<file path="src/logic/lsq_pkg.sv">
package lsq_pkg;

  parameter int ADDR_W    = 32;
  parameter int DATA_W    = 32;
  parameter int NUM_BANKS = 8;
  parameter int BANK_W    = $clog2(NUM_BANKS);

  typedef logic [ADDR_W-1:0]    addr_t;
  typedef logic [DATA_W-1:0]    data_t;
  typedef logic [1:0]           size_t;
  typedef logic [BANK_W-1:0]    bank_t;
  typedef logic [3:0]           ben_t;
  typedef logic [NUM_BANKS-1:0] bank_mask_t;
  typedef logic [2*DATA_W-1:0]  line_data_t;

  // n ones shifted by the byte offset, low nibble is the start bank
  function automatic logic [7:0] byte_mask(logic [1:0] off, size_t size);
    logic [7:0] ones;
    case (size)
      2'd0:    ones = 8'h01;
      2'd1:    ones = 8'h03;
      default: ones = 8'h0f;
    endcase
    return ones << off;
  endfunction

  // banks touched by one store
  function automatic bank_mask_t bank_mask(addr_t addr, size_t size);
    logic [7:0] bytes;
    bank_t      bank;
    bank_t      bank_nxt;
    bank_mask_t m;
    bytes    = byte_mask(addr[1:0], size);
    bank     = addr[2 +: BANK_W];
    bank_nxt = bank + 1'b1;
    m        = '0;
    m[bank]  = 1'b1;
    if (bytes[7:4] != 4'h0) begin
      m[bank_nxt] = 1'b1;
    end
    return m;
  endfunction

endpackage

</file>
<file path="src/logic/stq_peek_if.sv">
`timescale 1ns/1ps

interface stq_peek_if;

  // oldest entry
  logic            head0_valid;
  lsq_pkg::addr_t  head0_addr;
  lsq_pkg::size_t  head0_size;
  lsq_pkg::data_t  head0_data;

  // second oldest
  logic            head1_valid;
  lsq_pkg::addr_t  head1_addr;
  lsq_pkg::size_t  head1_size;
  lsq_pkg::data_t  head1_data;

  logic [1:0]      pop_count;

  modport queue (
    output head0_valid, head0_addr, head0_size, head0_data,
    output head1_valid, head1_addr, head1_size, head1_data,
    input  pop_count
  );

  modport issue (
    input  head0_valid, head0_addr, head0_size, head0_data,
    input  head1_valid, head1_addr, head1_size, head1_data,
    output pop_count
  );

endinterface

</file>
<file path="src/logic/wreq_if.sv">
`timescale 1ns/1ps

interface wreq_if;

  logic            en;
  lsq_pkg::addr_t  addr;
  lsq_pkg::size_t  size;
  lsq_pkg::data_t  data;

  modport source (
    output en, addr, size, data
  );

  modport sink (
    input en, addr, size, data
  );

endinterface

</file>
<file path="src/logic/store_queue.sv">
`timescale 1ns/1ps

module store_queue #(
  parameter int STQ_DEPTH = 8
) (
  input  logic            clk,
  input  logic            rst,
  input  logic            flush,
  input  logic            in_valid,
  output logic            in_ready,
  input  lsq_pkg::addr_t  in_addr,
  input  lsq_pkg::size_t  in_size,
  input  lsq_pkg::data_t  in_data,
  stq_peek_if.queue       peek
);

  localparam int PTR_W = $clog2(STQ_DEPTH);

  lsq_pkg::addr_t addr_mem [STQ_DEPTH];
  lsq_pkg::size_t size_mem [STQ_DEPTH];
  lsq_pkg::data_t data_mem [STQ_DEPTH];

  logic [PTR_W-1:0] head;
  logic [PTR_W-1:0] head_nxt;
  logic [PTR_W-1:0] tail;
  logic [PTR_W:0]   count;
  logic             push;

  // no accept while flushing
  assign in_ready = !flush && (count < (PTR_W+1)'(STQ_DEPTH));
  assign push     = in_valid && in_ready;

  // pointer wraps since depth is a power of two
  assign head_nxt = head + 1'b1;

  assign peek.head0_valid = (count != '0);
  assign peek.head0_addr  = addr_mem[head];
  assign peek.head0_size  = size_mem[head];
  assign peek.head0_data  = data_mem[head];

  assign peek.head1_valid = (count > (PTR_W+1)'(1));
  assign peek.head1_addr  = addr_mem[head_nxt];
  assign peek.head1_size  = size_mem[head_nxt];
  assign peek.head1_data  = data_mem[head_nxt];

  always_ff @(posedge clk) begin
    if (rst || flush) begin
      head  <= '0;
      tail  <= '0;
      count <= '0;
    end else begin
      head  <= head + PTR_W'(peek.pop_count);
      count <= count + (PTR_W+1)'(push) - (PTR_W+1)'(peek.pop_count);
      if (push) begin
        tail <= tail + 1'b1;
      end
    end
  end

  // entry storage
  always_ff @(posedge clk) begin
    if (push) begin
      addr_mem[tail] <= in_addr;
      size_mem[tail] <= in_size;
      data_mem[tail] <= in_data;
    end
  end

endmodule

</file>
<file path="src/logic/store_issue.sv">
`timescale 1ns/1ps

module store_issue (
  input  logic        clk,
  input  logic        rst,
  input  logic        flush,
  input  logic        st_stall,
  stq_peek_if.issue   peek,
  wreq_if.source      req0,
  wreq_if.source      req1
);

  logic                 stall_q;
  lsq_pkg::bank_mask_t  mask0;
  lsq_pkg::bank_mask_t  mask1;
  logic                 issue0;
  logic                 issue1;

  // cache stall is seen one cycle late
  always_ff @(posedge clk) begin
    if (rst) begin
      stall_q <= 1'b0;
    end else begin
      stall_q <= st_stall;
    end
  end

  assign mask0 = lsq_pkg::bank_mask(peek.head0_addr, peek.head0_size);
  assign mask1 = lsq_pkg::bank_mask(peek.head1_addr, peek.head1_size);

  assign issue0 = !stall_q && !flush && peek.head0_valid;
  // second port only on disjoint banks
  assign issue1 = issue0 && peek.head1_valid && ((mask0 & mask1) == '0);

  assign peek.pop_count = 2'(issue0) + 2'(issue1);

  always_ff @(posedge clk) begin
    if (rst) begin
      req0.en <= 1'b0;
      req1.en <= 1'b0;
    end else begin
      req0.en <= issue0;
      req1.en <= issue1;
    end
  end

  // request payload
  always_ff @(posedge clk) begin
    if (issue0) begin
      req0.addr <= peek.head0_addr;
      req0.size <= peek.head0_size;
      req0.data <= peek.head0_data;
    end
    if (issue1) begin
      req1.addr <= peek.head1_addr;
      req1.size <= peek.head1_size;
      req1.data <= peek.head1_data;
    end
  end

endmodule

</file>
<file path="src/logic/dcache_write_fmt.sv">
`timescale 1ns/1ps

module dcache_write_fmt (
  wreq_if.sink                 req,
  output logic                 st_en,
  output lsq_pkg::addr_t       st_addr,
  output lsq_pkg::bank_t       st_bank_bgn,
  output lsq_pkg::bank_t       st_bank_end,
  output lsq_pkg::ben_t        st_bgn_ben,
  output lsq_pkg::ben_t        st_end_ben,
  output lsq_pkg::line_data_t  st_data
);

  logic [7:0]      lane_mask;
  logic [7:0]      keep_mask;
  lsq_pkg::data_t  kept;
  logic [1:0]      off;

  assign off       = req.addr[1:0];
  assign lane_mask = lsq_pkg::byte_mask(off, req.size);

  assign st_en       = req.en;
  assign st_addr     = req.addr;
  assign st_bgn_ben  = lane_mask[3:0];
  assign st_end_ben  = lane_mask[7:4];
  assign st_bank_bgn = req.addr[2 +: lsq_pkg::BANK_W];
  // bank 7 spills over into bank 0
  assign st_bank_end = (lane_mask[7:4] != 4'h0) ? st_bank_bgn + 1'b1 : st_bank_bgn;

  // only the low n bytes survive
  assign keep_mask = lsq_pkg::byte_mask(2'd0, req.size);

  always_comb begin
    for (int i = 0; i < 4; i++) begin
      kept[8*i +: 8] = keep_mask[i] ? req.data[8*i +: 8] : 8'h00;
    end
  end

  // move to byte lanes across start and end bank
  assign st_data = lsq_pkg::line_data_t'(kept) << {off, 3'b000};

endmodule

</file>
<file path="src/logic/store_path_top.sv">
`timescale 1ns/1ps

module store_path_top #(
  parameter int STQ_DEPTH = 8
) (
  input  logic                 clk,
  input  logic                 rst,
  input  logic                 flush,
  input  logic                 st_stall,
  input  logic                 in_valid,
  output logic                 in_ready,
  input  lsq_pkg::addr_t       in_addr,
  input  lsq_pkg::size_t       in_size,
  input  lsq_pkg::data_t       in_data,
  output logic                 st0_en,
  output lsq_pkg::addr_t       st0_addr,
  output lsq_pkg::bank_t       st0_bank_bgn,
  output lsq_pkg::bank_t       st0_bank_end,
  output lsq_pkg::ben_t        st0_bgn_ben,
  output lsq_pkg::ben_t        st0_end_ben,
  output lsq_pkg::line_data_t  st0_data,
  output logic                 st1_en,
  output lsq_pkg::addr_t       st1_addr,
  output lsq_pkg::bank_t       st1_bank_bgn,
  output lsq_pkg::bank_t       st1_bank_end,
  output lsq_pkg::ben_t        st1_bgn_ben,
  output lsq_pkg::ben_t        st1_end_ben,
  output lsq_pkg::line_data_t  st1_data
);

  stq_peek_if peek ();
  wreq_if     req0 ();
  wreq_if     req1 ();

  store_queue #(
    .STQ_DEPTH (STQ_DEPTH)
  ) u_store_queue (
    .clk      (clk),
    .rst      (rst),
    .flush    (flush),
    .in_valid (in_valid),
    .in_ready (in_ready),
    .in_addr  (in_addr),
    .in_size  (in_size),
    .in_data  (in_data),
    .peek     (peek.queue)
  );

  store_issue u_store_issue (
    .clk      (clk),
    .rst      (rst),
    .flush    (flush),
    .st_stall (st_stall),
    .peek     (peek.issue),
    .req0     (req0.source),
    .req1     (req1.source)
  );

  // port 0 always holds the older store
  dcache_write_fmt u_fmt0 (
    .req         (req0.sink),
    .st_en       (st0_en),
    .st_addr     (st0_addr),
    .st_bank_bgn (st0_bank_bgn),
    .st_bank_end (st0_bank_end),
    .st_bgn_ben  (st0_bgn_ben),
    .st_end_ben  (st0_end_ben),
    .st_data     (st0_data)
  );

  dcache_write_fmt u_fmt1 (
    .req         (req1.sink),
    .st_en       (st1_en),
    .st_addr     (st1_addr),
    .st_bank_bgn (st1_bank_bgn),
    .st_bank_end (st1_bank_end),
    .st_bgn_ben  (st1_bgn_ben),
    .st_end_ben  (st1_end_ben),
    .st_data     (st1_data)
  );

endmodule

</file>
<file path="config.mk">
export PLATFORM = sky130hd
export DESIGN_NAME = store_path_top
export DESIGN_NICKNAME = d
export VERILOG_FILES = /design/src/logic/lsq_pkg.sv /design/src/logic/stq_peek_if.sv /design/src/logic/wreq_if.sv /design/src/logic/store_queue.sv /design/src/logic/store_issue.sv /design/src/logic/dcache_write_fmt.sv /design/src/logic/store_path_top.sv
export SDC_FILE = /design/constraint.sdc
export NUM_CORES = 1
export LEC_CHECK = 0
export BUFFER_PORTS_ARGS = -buffer_cell sky130_fd_sc_hd__buf_2
export CAP_MARGIN = 30
export CORE_ASPECT_RATIO = 0.8
export CORE_MARGIN = 10
export CORE_UTILIZATION = 30
export CTS_CLUSTER_DIAMETER = 50
export CTS_CLUSTER_SIZE = 24
export DETAILED_ROUTE_END_ITERATION = 7
export SLEW_MARGIN = 5
export SYNTH_ARGS = -nofsm -noshare
export SYNTH_HDL_FRONTEND = slang
export SYNTH_SLANG_ARGS = --single-unit
</file>
<file path="constraint.sdc">
create_clock -name clk -period 13.6 [get_ports clk]
set_clock_uncertainty 0.05 [all_clocks]
set_input_delay 1.36 -clock clk [delete_from_list [all_inputs] [get_ports clk]]
set_output_delay 1.36 -clock clk [all_outputs]
set_load 0.03 [all_outputs]
</file>
Word-level counts from Yosys, hierarchy flattened:

Memory sizes are Yosys's and may differ from the RTL's. A register that Yosys moved wholly into a read port is not among the register bits.
Index checks and enable logic that the tools add are counted.

* output and inout port bits: 223
* memory bits (writable): 528
* flip-flop bits (word level): 81
* memories kept: 3
* bits of input ports: 71

* bitwise operators: 3
* add/sub/neg operators: 10
* order comparisons: 10
* mux-type cells: 28
* reductions and logical operators: 23
* shift-type cells: 6
* eq/ne operators: 4

Memories
* u_store_queue.addr_mem: words 8, bits a word 32, rd ports 2, clocked after memory_dff 1, wr ports 1, line store_queue.sv:19 `lsq_pkg::addr_t addr_mem [STQ_DEPTH];`
* u_store_queue.data_mem: words 8, bits a word 32, rd ports 2, clocked after memory_dff 2, wr ports 1, line store_queue.sv:21 `lsq_pkg::data_t data_mem [STQ_DEPTH];`
* u_store_queue.size_mem: words 8, bits a word 2, rd ports 2, clocked after memory_dff 1, wr ports 1, line store_queue.sv:20 `lsq_pkg::size_t size_mem [STQ_DEPTH];`

Operator list (number)
* << shifter 32 x 5 -> 64 bit: 2
* 2-to-1 mux 8 bit: 10
* one-hot mux 4 bit (2 select lines): 4
* << shifter 4 x 2 -> 8 bit: 4
* nonzero test 4 bit: 5
* adder 3 x 1 -> 3 bit, second input constant: 6
* < comparator 3 x 4 -> 1 bit, second input constant: 4
* bitwise OR 8 bit: 2
* demux 1 bit (select 3 bit): 4
* greater-or-equal comparator 3 x 1 -> 1 bit, second input constant: 4
* 2-to-1 mux 3 bit: 4
* logical AND 1 bit: 10
* AND 8 bit: 1
* == test 2 x 1 -> 1 bit, second input constant: 4
* logical NOT 2 bit: 4
* logical NOT 8 bit: 1
* 2-to-1 mux 1 bit: 6
* adder 4 x 1 -> 4 bit: 1
* > comparator 4 x 1 -> 1 bit, second input constant: 1
* < comparator 4 bit, second input constant: 1
* subtractor 4 x 2 -> 4 bit: 1
* adder 3 x 2 -> 3 bit: 1
* adder 1 x 1 -> 2 bit: 1
* logical NOT 1 bit: 2
* logical OR 1 bit: 1

Depth between registers and ports, before layout:

Gate-level depths: netlist of run 1.
An unclocked memory read counts as a cell.

* depth after elaboration: 15
* gate-level depth with buffers: 20

Cells and area by module:

From an unflattened synthesis of run 1, not the netlist that was laid out.

* cells, all modules: 1663
* area total of the unflattened synthesis: 31516.5 µm²

Modules (own cells, without submodules)
* store_queue: seq. area each 16055.4 µm², area each 24410.9 µm², instances 1, cells each 1073
* store_issue: seq. area each 4023.9 µm², area each 4525.6 µm², instances 1, cells each 202
* dcache_write_fmt: seq. area each 0.0 µm², area each 1290.0 µm², instances 2, cells each 194

Least setup slack after synthesis of run 1:

No wires, ideal clock.

* kind: register -> register
* start: register u_store_queue.head[0]
* end: register u_store_queue.count[2]
* arrival time: 9.478 ns
* buffers on the path: 1
* period minus slack after synthesis: 9.655 ns
* setup slack: 3.945 ns
* cell stages (with the launch flop): 19
* cell sequence: dfxtp_1 > ha_1 > buf_6 > mux4_2 > mux2i_1 > inv_1 > ha_1 > nor4b_1 > o21ai_0 > o21ai_0 > nor3b_1 > ha_1 > ha_1 > inv_1 > ha_1 > inv_1 > fa_1 > xor2_1 > nor2_1

* longest elaborated chain between the ends: 14
* elaborated cells on any way between the ends: 26
* those cells by class: add/sub: 4; order compare: 4; eq/ne: 1; shift: 1; mux: 6; bitwise: 2; reduce/logical: 6; memory: 2

Ends and longest elaborated chain
* from (decl): line store_queue.sv:23 `logic [PTR_W-1:0] head;`
* from (signal assigned): line store_queue.sv:52 `head <= head + PTR_W'(peek.pop_count);`
* adder 3 x 1 -> 3 bit *: line store_queue.sv:34 `assign head_nxt = head + 1'b1;`
* memory read (8 x 32 bit) *
* net peek.head1_addr[3]: line stq_peek_if.sv:13 `lsq_pkg::addr_t head1_addr;`
* adder 3 x 1 -> 3 bit: line lsq_pkg.sv:35 `bank_nxt = bank + 1'b1;`
* < comparator 3 x 4 -> 1 bit (not written as such) / greater-or-equal comparator 3 x 1 -> 1 bit (equally long branches): line lsq_pkg.sv:39 `m[bank_nxt] = 1'b1;`
* logical AND 1 bit (not written as such): line lsq_pkg.sv:39
* 2-to-1 mux 1 bit (not written as such): line lsq_pkg.sv:39
* demux 1 bit (select 3 bit)
* bitwise OR 8 bit (no line)
* 2-to-1 mux 8 bit *: line lsq_pkg.sv:38 `if (bytes[7:4] != 4'h0) begin`
* AND 8 bit *: line store_issue.sv:33 `assign issue1 = issue0 && peek.head1_valid && ((mask0 & mask1) == '0);`
* logical NOT 8 bit *: line store_issue.sv:33
* logical AND 1 bit *: line store_issue.sv:33
* net u_store_issue.issue1: line store_issue.sv:17 `logic issue1;`
* adder 1 x 1 -> 2 bit *: line store_issue.sv:35 `assign peek.pop_count = 2'(issue0) + 2'(issue1);`
* subtractor 4 x 2 -> 4 bit *: line store_queue.sv:53 `count <= count + (PTR_W+1)'(push) - (PTR_W+1)'(peek.pop_count);`
* to (signal assigned): line store_queue.sv:53
* to (decl): line store_queue.sv:26 `logic [PTR_W:0] count;`

Mark *: on every way through the listed nets, which the timed path passes. The rest lies on a longest branch.
A chain may end at the register's enable or synchronous reset.

Final worst setup path of run 1:

Same ends and word-level chain as after synthesis.

==> flow_metrics.env, run 1 <==
export IMPL_synthTopCellsByArea="edfxtp_1 (65%), mux4_2 (19%), mux2_2 (5.6%), dfxtp_1 (0.85%), nor2_1 (0.82%)"
export IMPL_cts_tree="done"
export IMPL_drtAntennaViolNets=0
export IMPL_syn_area_per_cell_sq_um=19.2
export IMPL_antenna_found_initial=33
export IMPL_grt_usage=0.148
export IMPL_cts_buffers=61
export IMPL_drc=0
export IMPL_ys_ff_latch=673
export IMPL_clockBufferDepth=3
export IMPL_portBuffers=275
export IMPL_synthArstFlopShare=0
export IMPL_drt_initial_drc_count=1755
export IMPL_fin_ws_ns=7.61
export IMPL_drt_vias_per_instance=5.23
export IMPL_pre_cts_ws_ns=7.63
export IMPL_tns_ns=0
export IMPL_routedWlPerCell_um=27.2
export IMPL_core_area_sq_um=101000
export IMPL_path_max_fanout=47
export IMPL_yosysSeqAreaShare=0.656
export IMPL_drt_pre_antenna_iters=5
export IMPL_maxCapViolations=0
export IMPL_final_seq_area_sq_um=20100
export IMPL_worstPathArrival_ns=6.46
export IMPL_syn_area_sq_um=30600
export IMPL_p_per_area_nw_per_um2=161
export IMPL_drive_gt1_frac=0.446
export IMPL_grt_pass1_wl_mm=126
export IMPL_postCtsHoldBufs=0
export IMPL_rsz0062_at_grt="no"
export IMPL_ir_drop_uv=105
export IMPL_area_growth_pct=16.9
export IMPL_start_kind="register"
export IMPL_fill_cells=9378
export IMPL_drv_slew=0
export IMPL_holdWs_ns=0.437
export IMPL_final_util=0.354
export IMPL_vias=16963
export IMPL_rows=104
export IMPL_synth_edff_count=660
export IMPL_timing_final_crit_share=0.440
export IMPL_fmaxAchievable_mhz=167
export IMPL_synth_common_cells="edfxtp_1 (660), mux4_2 (258), mux2_2 (151)"
export IMPL_dp_hpwl_mm=59.1
export IMPL_yosysTopAreaCell="edfxtp_1"
export IMPL_numClockSinks=673
export IMPL_grt_max_degree=143
export IMPL_relSlewSlack=0.323
export IMPL_postRouteWirelength_mm=88.2
export IMPL_multi_input_area_sq_um=9980
export IMPL_setup_viol=0
export IMPL_worst_pin_slew_ns=1.02
export IMPL_initial_core_util=0.303
export IMPL_place_gp_congestion=0.930
export IMPL_ys_flop_type="edfxtp_1"
export IMPL_yosysUniqueCellTypes=58
export IMPL_crit_required_ns=14.07
export IMPL_dieArea_sq_um=115000
export IMPL_worstSetupEndpointType="register"
export IMPL_netlist_instances=1598
export IMPL_period_needed_ns=5.99
export IMPL_cts_resized=0
export IMPL_cts_root_buf="clkbuf_16"
export IMPL_grt_pass1_vias=17317
export IMPL_cts_setup_buffers=0
export IMPL_fp_dieW_um=377
export IMPL_fin_area_sq_um=35800
export IMPL_post_synth_top_count_cell="edfxtp_1"
export IMPL_hold_viol=0
export IMPL_die_h_um=306
export IMPL_path_clk_slew_ns=0.07
export IMPL_insertion_delay_ns=0.65
export IMPL_yosysWarnings=0
export IMPL_io_pins=294
export IMPL_p_leak_nw=11.5
export IMPL_layout_nets=1954
export IMPL_grt_remaining_overflow=0
export IMPL_ctsHtreeMaxLevel=2
export IMPL_outcome="completed"
export IMPL_yosysTopAreaCellShare=0.648
export IMPL_placed_cell_area_sq_um=33600
export IMPL_crit_type="register to register"
export IMPL_hold_path_class="register to register"
[registers in the layout, summed over array words and instances, names as in the netlist]
signal and flops:
u_store_issue.req0.addr 32, u_store_issue.req0.data 32, u_store_issue.req0.en 1, u_store_issue.req0.size 2, u_store_issue.req1.addr 32, u_store_issue.req1.data 32
u_store_issue.req1.en 1, u_store_issue.req1.size 2, u_store_issue.stall_q 1, u_store_queue.addr_mem 256, u_store_queue.count 4, u_store_queue.data_mem 256
u_store_queue.head 3, u_store_queue.size_mem 16, u_store_queue.tail 3
[worst max-delay path, cell delays in order, from the launching register on]
cell	delay, ns
dfxtp_4	0.91
ha_4	0.26
xor2_4	0.78
mux4_2	0.41
mux2i_1	0.57
inv_1	0.15
ha_1	0.28
xor2_1	0.22
nor4b_1	0.08
o21ai_0	0.16
o21ai_0	0.17
nor3b_2	0.31
ha_1	0.31
ha_1	0.28
inv_1	0.06
ha_1	0.15
inv_1	0.06
fa_1	0.43
xor2_1	0.16
nor2_1	0.06
[area by class of cell]
type                            count  share of cell area
Antenna cell                        3            0.000210
Multi-Input combinational cell    796               0.279
Sequential cell                   673               0.562
Clock inverter                     49              0.0157
Tap cell                         1325              0.0463
Inverter                           23             0.00241
Timing Repair Buffer              312              0.0511
Clock buffer                       65              0.0437
[placed cells by master, fill, tap and decap left out, types with 4 or more instances in the layout]
cell type and count:
nand2b_1 8, clkinv_8 11, xor2_1 7, inv_6 10, mux2i_1 15, mux2_2 151, edfxtp_1 660, conb_1 18
buf_16 8, nor2_4 6, ha_1 13, dfxtp_1 10, a31oi_1 4, buf_4 28, nor2_1 61, a22oi_1 9
o22ai_1 11, and2_1 35, nand2_1 56, clkinv_4 4, a21oi_1 19, o21ai_0 40, inv_1 22, mux4_2 258
clkinvlp_4 9, xnor2_1 6, a22o_1 10, nor3_1 4, and3_1 12, inv_8 5, clkbuf_16 62, nor2b_1 4
buf_2 275, nand3_1 9
[report_power, final]
| part | leakage, nW | total (W) | internal [W] | switching, W |
|---|---|---|---|---|
| logic | 4.42 | 0.00143 | 0.000537 | 0.000895 |
| clock network | 1.00 | 0.00178 | 0.000920 | 0.000864 |
| registers | 6.08 | 0.00254 | 0.00244 | 0.000106 |
[metal layers]
metal  vias to the layer above  part of all wire  GRT usage
li1                       7123                 -          -
met1                      8902              0.41      0.198
met2                       756              0.48      0.244
met3                       160             0.078     0.0320
met4                        22             0.024     0.0334
met5                         -            0.0018          0
[path summary, 6_finish.rpt]
path / to / slack [ns] / start / cells after the start
worst min-delay path: u_store_issue.req0.en / 0.44 / u_store_issue.stall_q / 1
worst min register to register: u_store_issue.req0.en / 0.44 / u_store_issue.stall_q / 1
worst max register to register: u_store_queue.count[2] / 7.61 / u_store_queue.head[0] / 19
worst max-delay path: u_store_queue.count[2] / 7.61 / u_store_queue.head[0] / 19
[kinds of logic after synthesis]
family,share of synthesized area
flip-flops,0.656
AND/OR/NAND/NOR,0.0333
buffers and inverters,0.0224
XOR/XNOR,0.00515
multiplexers,0.254
other,0.000123
AO/OA/AOI/OAI,0.0218
adder cells (fa/ha/maj),0.00703
[metrics by stage]
stage / total power [W] / cells
2_1_floorplan: 0.00355 / 1615
3_3_place_gp: 0.00402 / 3121
3_5_place_dp: 0.00403 / 3127
4_1_cts: 0.00582 / 3241
5_1_grt: 0.00601 / 3243
6_report: 0.00576 / 3246
(Power assumes the default switching activity.)
==> inputs of run 2 (changes only) <==
--- a/config.mk
+++ b/config.mk
@@ -5,6 +5,7 @@
 export SDC_FILE = /design/constraint.sdc
 export NUM_CORES = 1
 export LEC_CHECK = 0
+export ABC_AREA = 1
 export BUFFER_PORTS_ARGS = -buffer_cell sky130_fd_sc_hd__buf_2
 export CAP_MARGIN = 30
 export CORE_ASPECT_RATIO = 0.8
==> constraint.sdc (replaced) <==
create_clock -name clk -period 5.3 [get_ports clk]
set_clock_uncertainty 0.05 [all_clocks]
set_input_delay 0.53 -clock clk [delete_from_list [all_inputs] [get_ports clk]]
set_output_delay 0.53 -clock clk [all_outputs]
set_load 0.03 [all_outputs]
==> run 2 against run 1 <==
Compared with the run above:
- area after synthesis grew 5.2%
- sequential share of layout area shrank 2.5 points
- global-route usage grew 1.5 points
- final cell count grew 51%
- critical endpoint unchanged
- largest power group unchanged
==> flow_metrics.env, run 2 <==
export IMPL_outcome="completed"
export IMPL_grt_usage=0.162
export IMPL_hold_path_class="primary input to register"
export IMPL_holdWs_ns=0.0426
export IMPL_pwr_share_seq=0.385
export IMPL_cp_slowest_cell="buf_4"
export IMPL_cts_tree="done"
export IMPL_drive_gt1_frac=0.139
export IMPL_r2r_cells=25
export IMPL_yosysTopAreaCell="edfxtp_1"
export IMPL_grt_remaining_overflow=0
export IMPL_slowest_delay_ns=0.55
export IMPL_final_seq_area_sq_um=20100
export IMPL_setup_viol=0
export IMPL_drt_vias_per_instance=5.11
export IMPL_maxCapViolations=0
export IMPL_die_h_um=313
export IMPL_swShare=0.381
export IMPL_numClockSinks=673
export IMPL_final_cell_mix="edfxtp_1 (660), o21ai_0 (513), nand2_1 (473)"
export IMPL_critPathTopFamily="adder cells"
export IMPL_syn_area_sq_um=32200
export IMPL_syn_area_per_cell_sq_um=9.87
export IMPL_grt_max_degree=273
export IMPL_worst_pin_slew_ns=1.08
export IMPL_post_synth_top_count_cell="edfxtp_1"
export IMPL_vias=25025
export IMPL_p_per_area_nw_per_um2=459
export IMPL_relSlewSlack=0.278
export IMPL_crit_type="register to register"
export IMPL_cpMostUsedCell="nand2_1"
export IMPL_worstSetupPathDepth=25
export IMPL_grt_pass1_wl_mm=150
export IMPL_drtAntennaViolNets=0
export IMPL_yosysSeqAreaShare=0.624
export IMPL_switching_power_w=0.00656
export IMPL_synth_common_cells="edfxtp_1 (660), o21ai_0 (513), nand2_1 (473)"
export IMPL_cts_setup_buffers=0
export IMPL_initial_core_util=0.302
export IMPL_hold_viol=0
export IMPL_drt_initial_drc_count=2371
export IMPL_p_leak_nw=13.7
export IMPL_routedWlPerCell_um=21.0
export IMPL_synthArstFlopShare=0
export IMPL_dieArea_sq_um=121000
export IMPL_place_gp_congestion=0.917
export IMPL_portBuffers=275
export IMPL_fp_dieW_um=386
export IMPL_cts_root_buf="clkbuf_16"
export IMPL_path_max_fanout=60
export IMPL_io_pins=294
export IMPL_rows=107
export IMPL_crit_required_ns=5.74
export IMPL_area_growth_pct=16.4
export IMPL_period_needed_ns=4.71
export IMPL_clockBufferDepth=3
export IMPL_layout_nets=3506
export IMPL_whs_path_depth=3
export IMPL_fmaxAchievable_mhz=212
export IMPL_yosysTopAreaCellShare=0.616
export IMPL_drc=0
export IMPL_p_comb_frac=0.299
export IMPL_insertion_delay_ns=0.64
export IMPL_ctsHtreeMaxLevel=3
export IMPL_synthTopCellsByArea="edfxtp_1 (62%), o21ai_0 (8.0%), nand2_1 (5.5%), a21oi_1 (4.8%), nor2_1 (4.0%)"
export IMPL_cts_buffers=73
export IMPL_drt_pre_antenna_iters=8
export IMPL_fill_cells=10577
export IMPL_pwr_share_clk=0.316
export IMPL_intPower_w=0.0106
export IMPL_postRouteWirelength_mm=103
export IMPL_yosysWarnings=0
export IMPL_dp_hpwl_mm=63.5
export IMPL_worstPathArrival_ns=5.15
export IMPL_core_area_sq_um=106000
export IMPL_worstSetupEndpointType="register"
export IMPL_largestRegisters="u_store_queue.addr_mem: 256 flops, u_store_queue.data_mem: 256 flops"
export IMPL_synth_edff_count=660
export IMPL_multi_input_area_sq_um=9910
export IMPL_cts_resized=0
export IMPL_ys_ff_latch=673
export IMPL_ir_drop_uv=352
export IMPL_rsz0062_at_grt="no"
export IMPL_start_kind="register"
export IMPL_ys_flop_type="edfxtp_1"
export IMPL_postCtsHoldBufs=0
export IMPL_yosysUniqueCellTypes=43
export IMPL_final_common_cell="edfxtp_1"
export IMPL_netlist_instances=3262
export IMPL_path_clk_slew_ns=0.07
export IMPL_cp_num_buf_inv=5
export IMPL_timing_final_crit_share=0.889
export IMPL_drv_slew=0
export IMPL_grt_pass1_vias=23630
export IMPL_antenna_found_initial=25
export IMPL_tns_ns=0
-- run 2: changes by cell type in the layout (fill, tap and decap cells not counted), moves of 28 or more --
cell,delta
nor2_1,+277
nand3_1,+58
o22ai_1,+28
o21ai_0,+473
nand2_1,+417
a21oi_1,+288
inv_1,+283
mux4_2,-258
and2_1,-35
mux2_2,-150
a31oi_1,+118
o211ai_1,+63
-- run 2: metal layers --
metal	up-vias	part of all wire	track usage
li1	11724	-	-
met4	22	0.026	0.0473
met1	11932	0.43	0.217
met2	1134	0.45	0.259
met5	-	0.0014	0
met3	213	0.096	0.0395
-- run 2: area by class of cell --
| type | instances | share of cell area |
|---|---|---|
| Inverter | 314 | 0.0320 |
| Clock buffer | 75 | 0.0490 |
| Sequential cell | 673 | 0.536 |
| Multi-Input combinational cell | 2040 | 0.265 |
| Antenna cell | 1 | 0.0000668 |
| Clock inverter | 60 | 0.0215 |
| Timing Repair Buffer | 317 | 0.0494 |
| Tap cell | 1417 | 0.0473 |
-- run 2: cell families after synthesis --
logic type / count (synthesis) / synth area share
other: 1 / 0.000116
flip-flops: 673 / 0.624
adder cells (fa/ha/maj): 16 / 0.00668
multiplexers: 10 / 0.00315
AND/OR/NAND/NOR: 917 / 0.112
XOR/XNOR: 8 / 0.00299
buffers and inverters: 566 / 0.0732
AO/OA/AOI/OAI: 1071 / 0.178
-- run 2: path summary, 6_finish.rpt --
kind                    startpoint                      to  slack (ns)
min                       st_stall   u_store_issue.stall_q        0.04
min reg2reg  u_store_queue.tail[0]   u_store_queue.tail[0]        0.45
max          u_store_queue.head[0]  u_store_queue.count[2]        0.59
max reg2reg  u_store_queue.head[0]  u_store_queue.count[2]        0.59
-- run 2: through the flow --
stage                     cell area, sq um  instances   util  total power [W]  setup slack, ns
after floorplan                      32300       3279      -           0.0102            0.157
after global placement               34700       4757  0.326           0.0118            0.785
after detailed placement             34800       4758  0.327           0.0118            0.721
after CTS                            37400       4893  0.351           0.0173            0.664
after global routing                 37500       4897  0.352           0.0181            0.188
final                                37500       4897  0.352           0.0172            0.589
-- run 2: worst register-to-register path, cell delays in order, from the launching register on --
cell	delay [ns]
dfxtp_4	0.54
buf_4	0.55
nand2_1	0.13
nand3_1	0.10
nand2_1	0.06
nand2_1	0.05
nand2_1	0.23
ha_1	0.31
inv_1	0.08
nand3_1	0.08
nand2_1	0.14
nand2_1	0.07
o21ai_0	0.20
nand2_1	0.08
nand3_1	0.09
nor2_1	0.05
nand2_1	0.22
inv_4	0.05
ha_1	0.30
ha_1	0.28
inv_1	0.06
ha_1	0.16
inv_1	0.06
fa_1	0.42
xor2_1	0.16
nor2_1	0.05
-- run 2: power by group through the flow --
stage | registers (W) | clock network [W] | logic [W]
after detailed placement | 0.00674 | 0 | 0.00509
after global routing | 0.00665 | 0.00579 | 0.00565
after floorplan | 0.00680 | 0 | 0.00342
after global placement | 0.00674 | 0 | 0.00504
final | 0.00662 | 0.00544 | 0.00514
after CTS | 0.00663 | 0.00558 | 0.00511
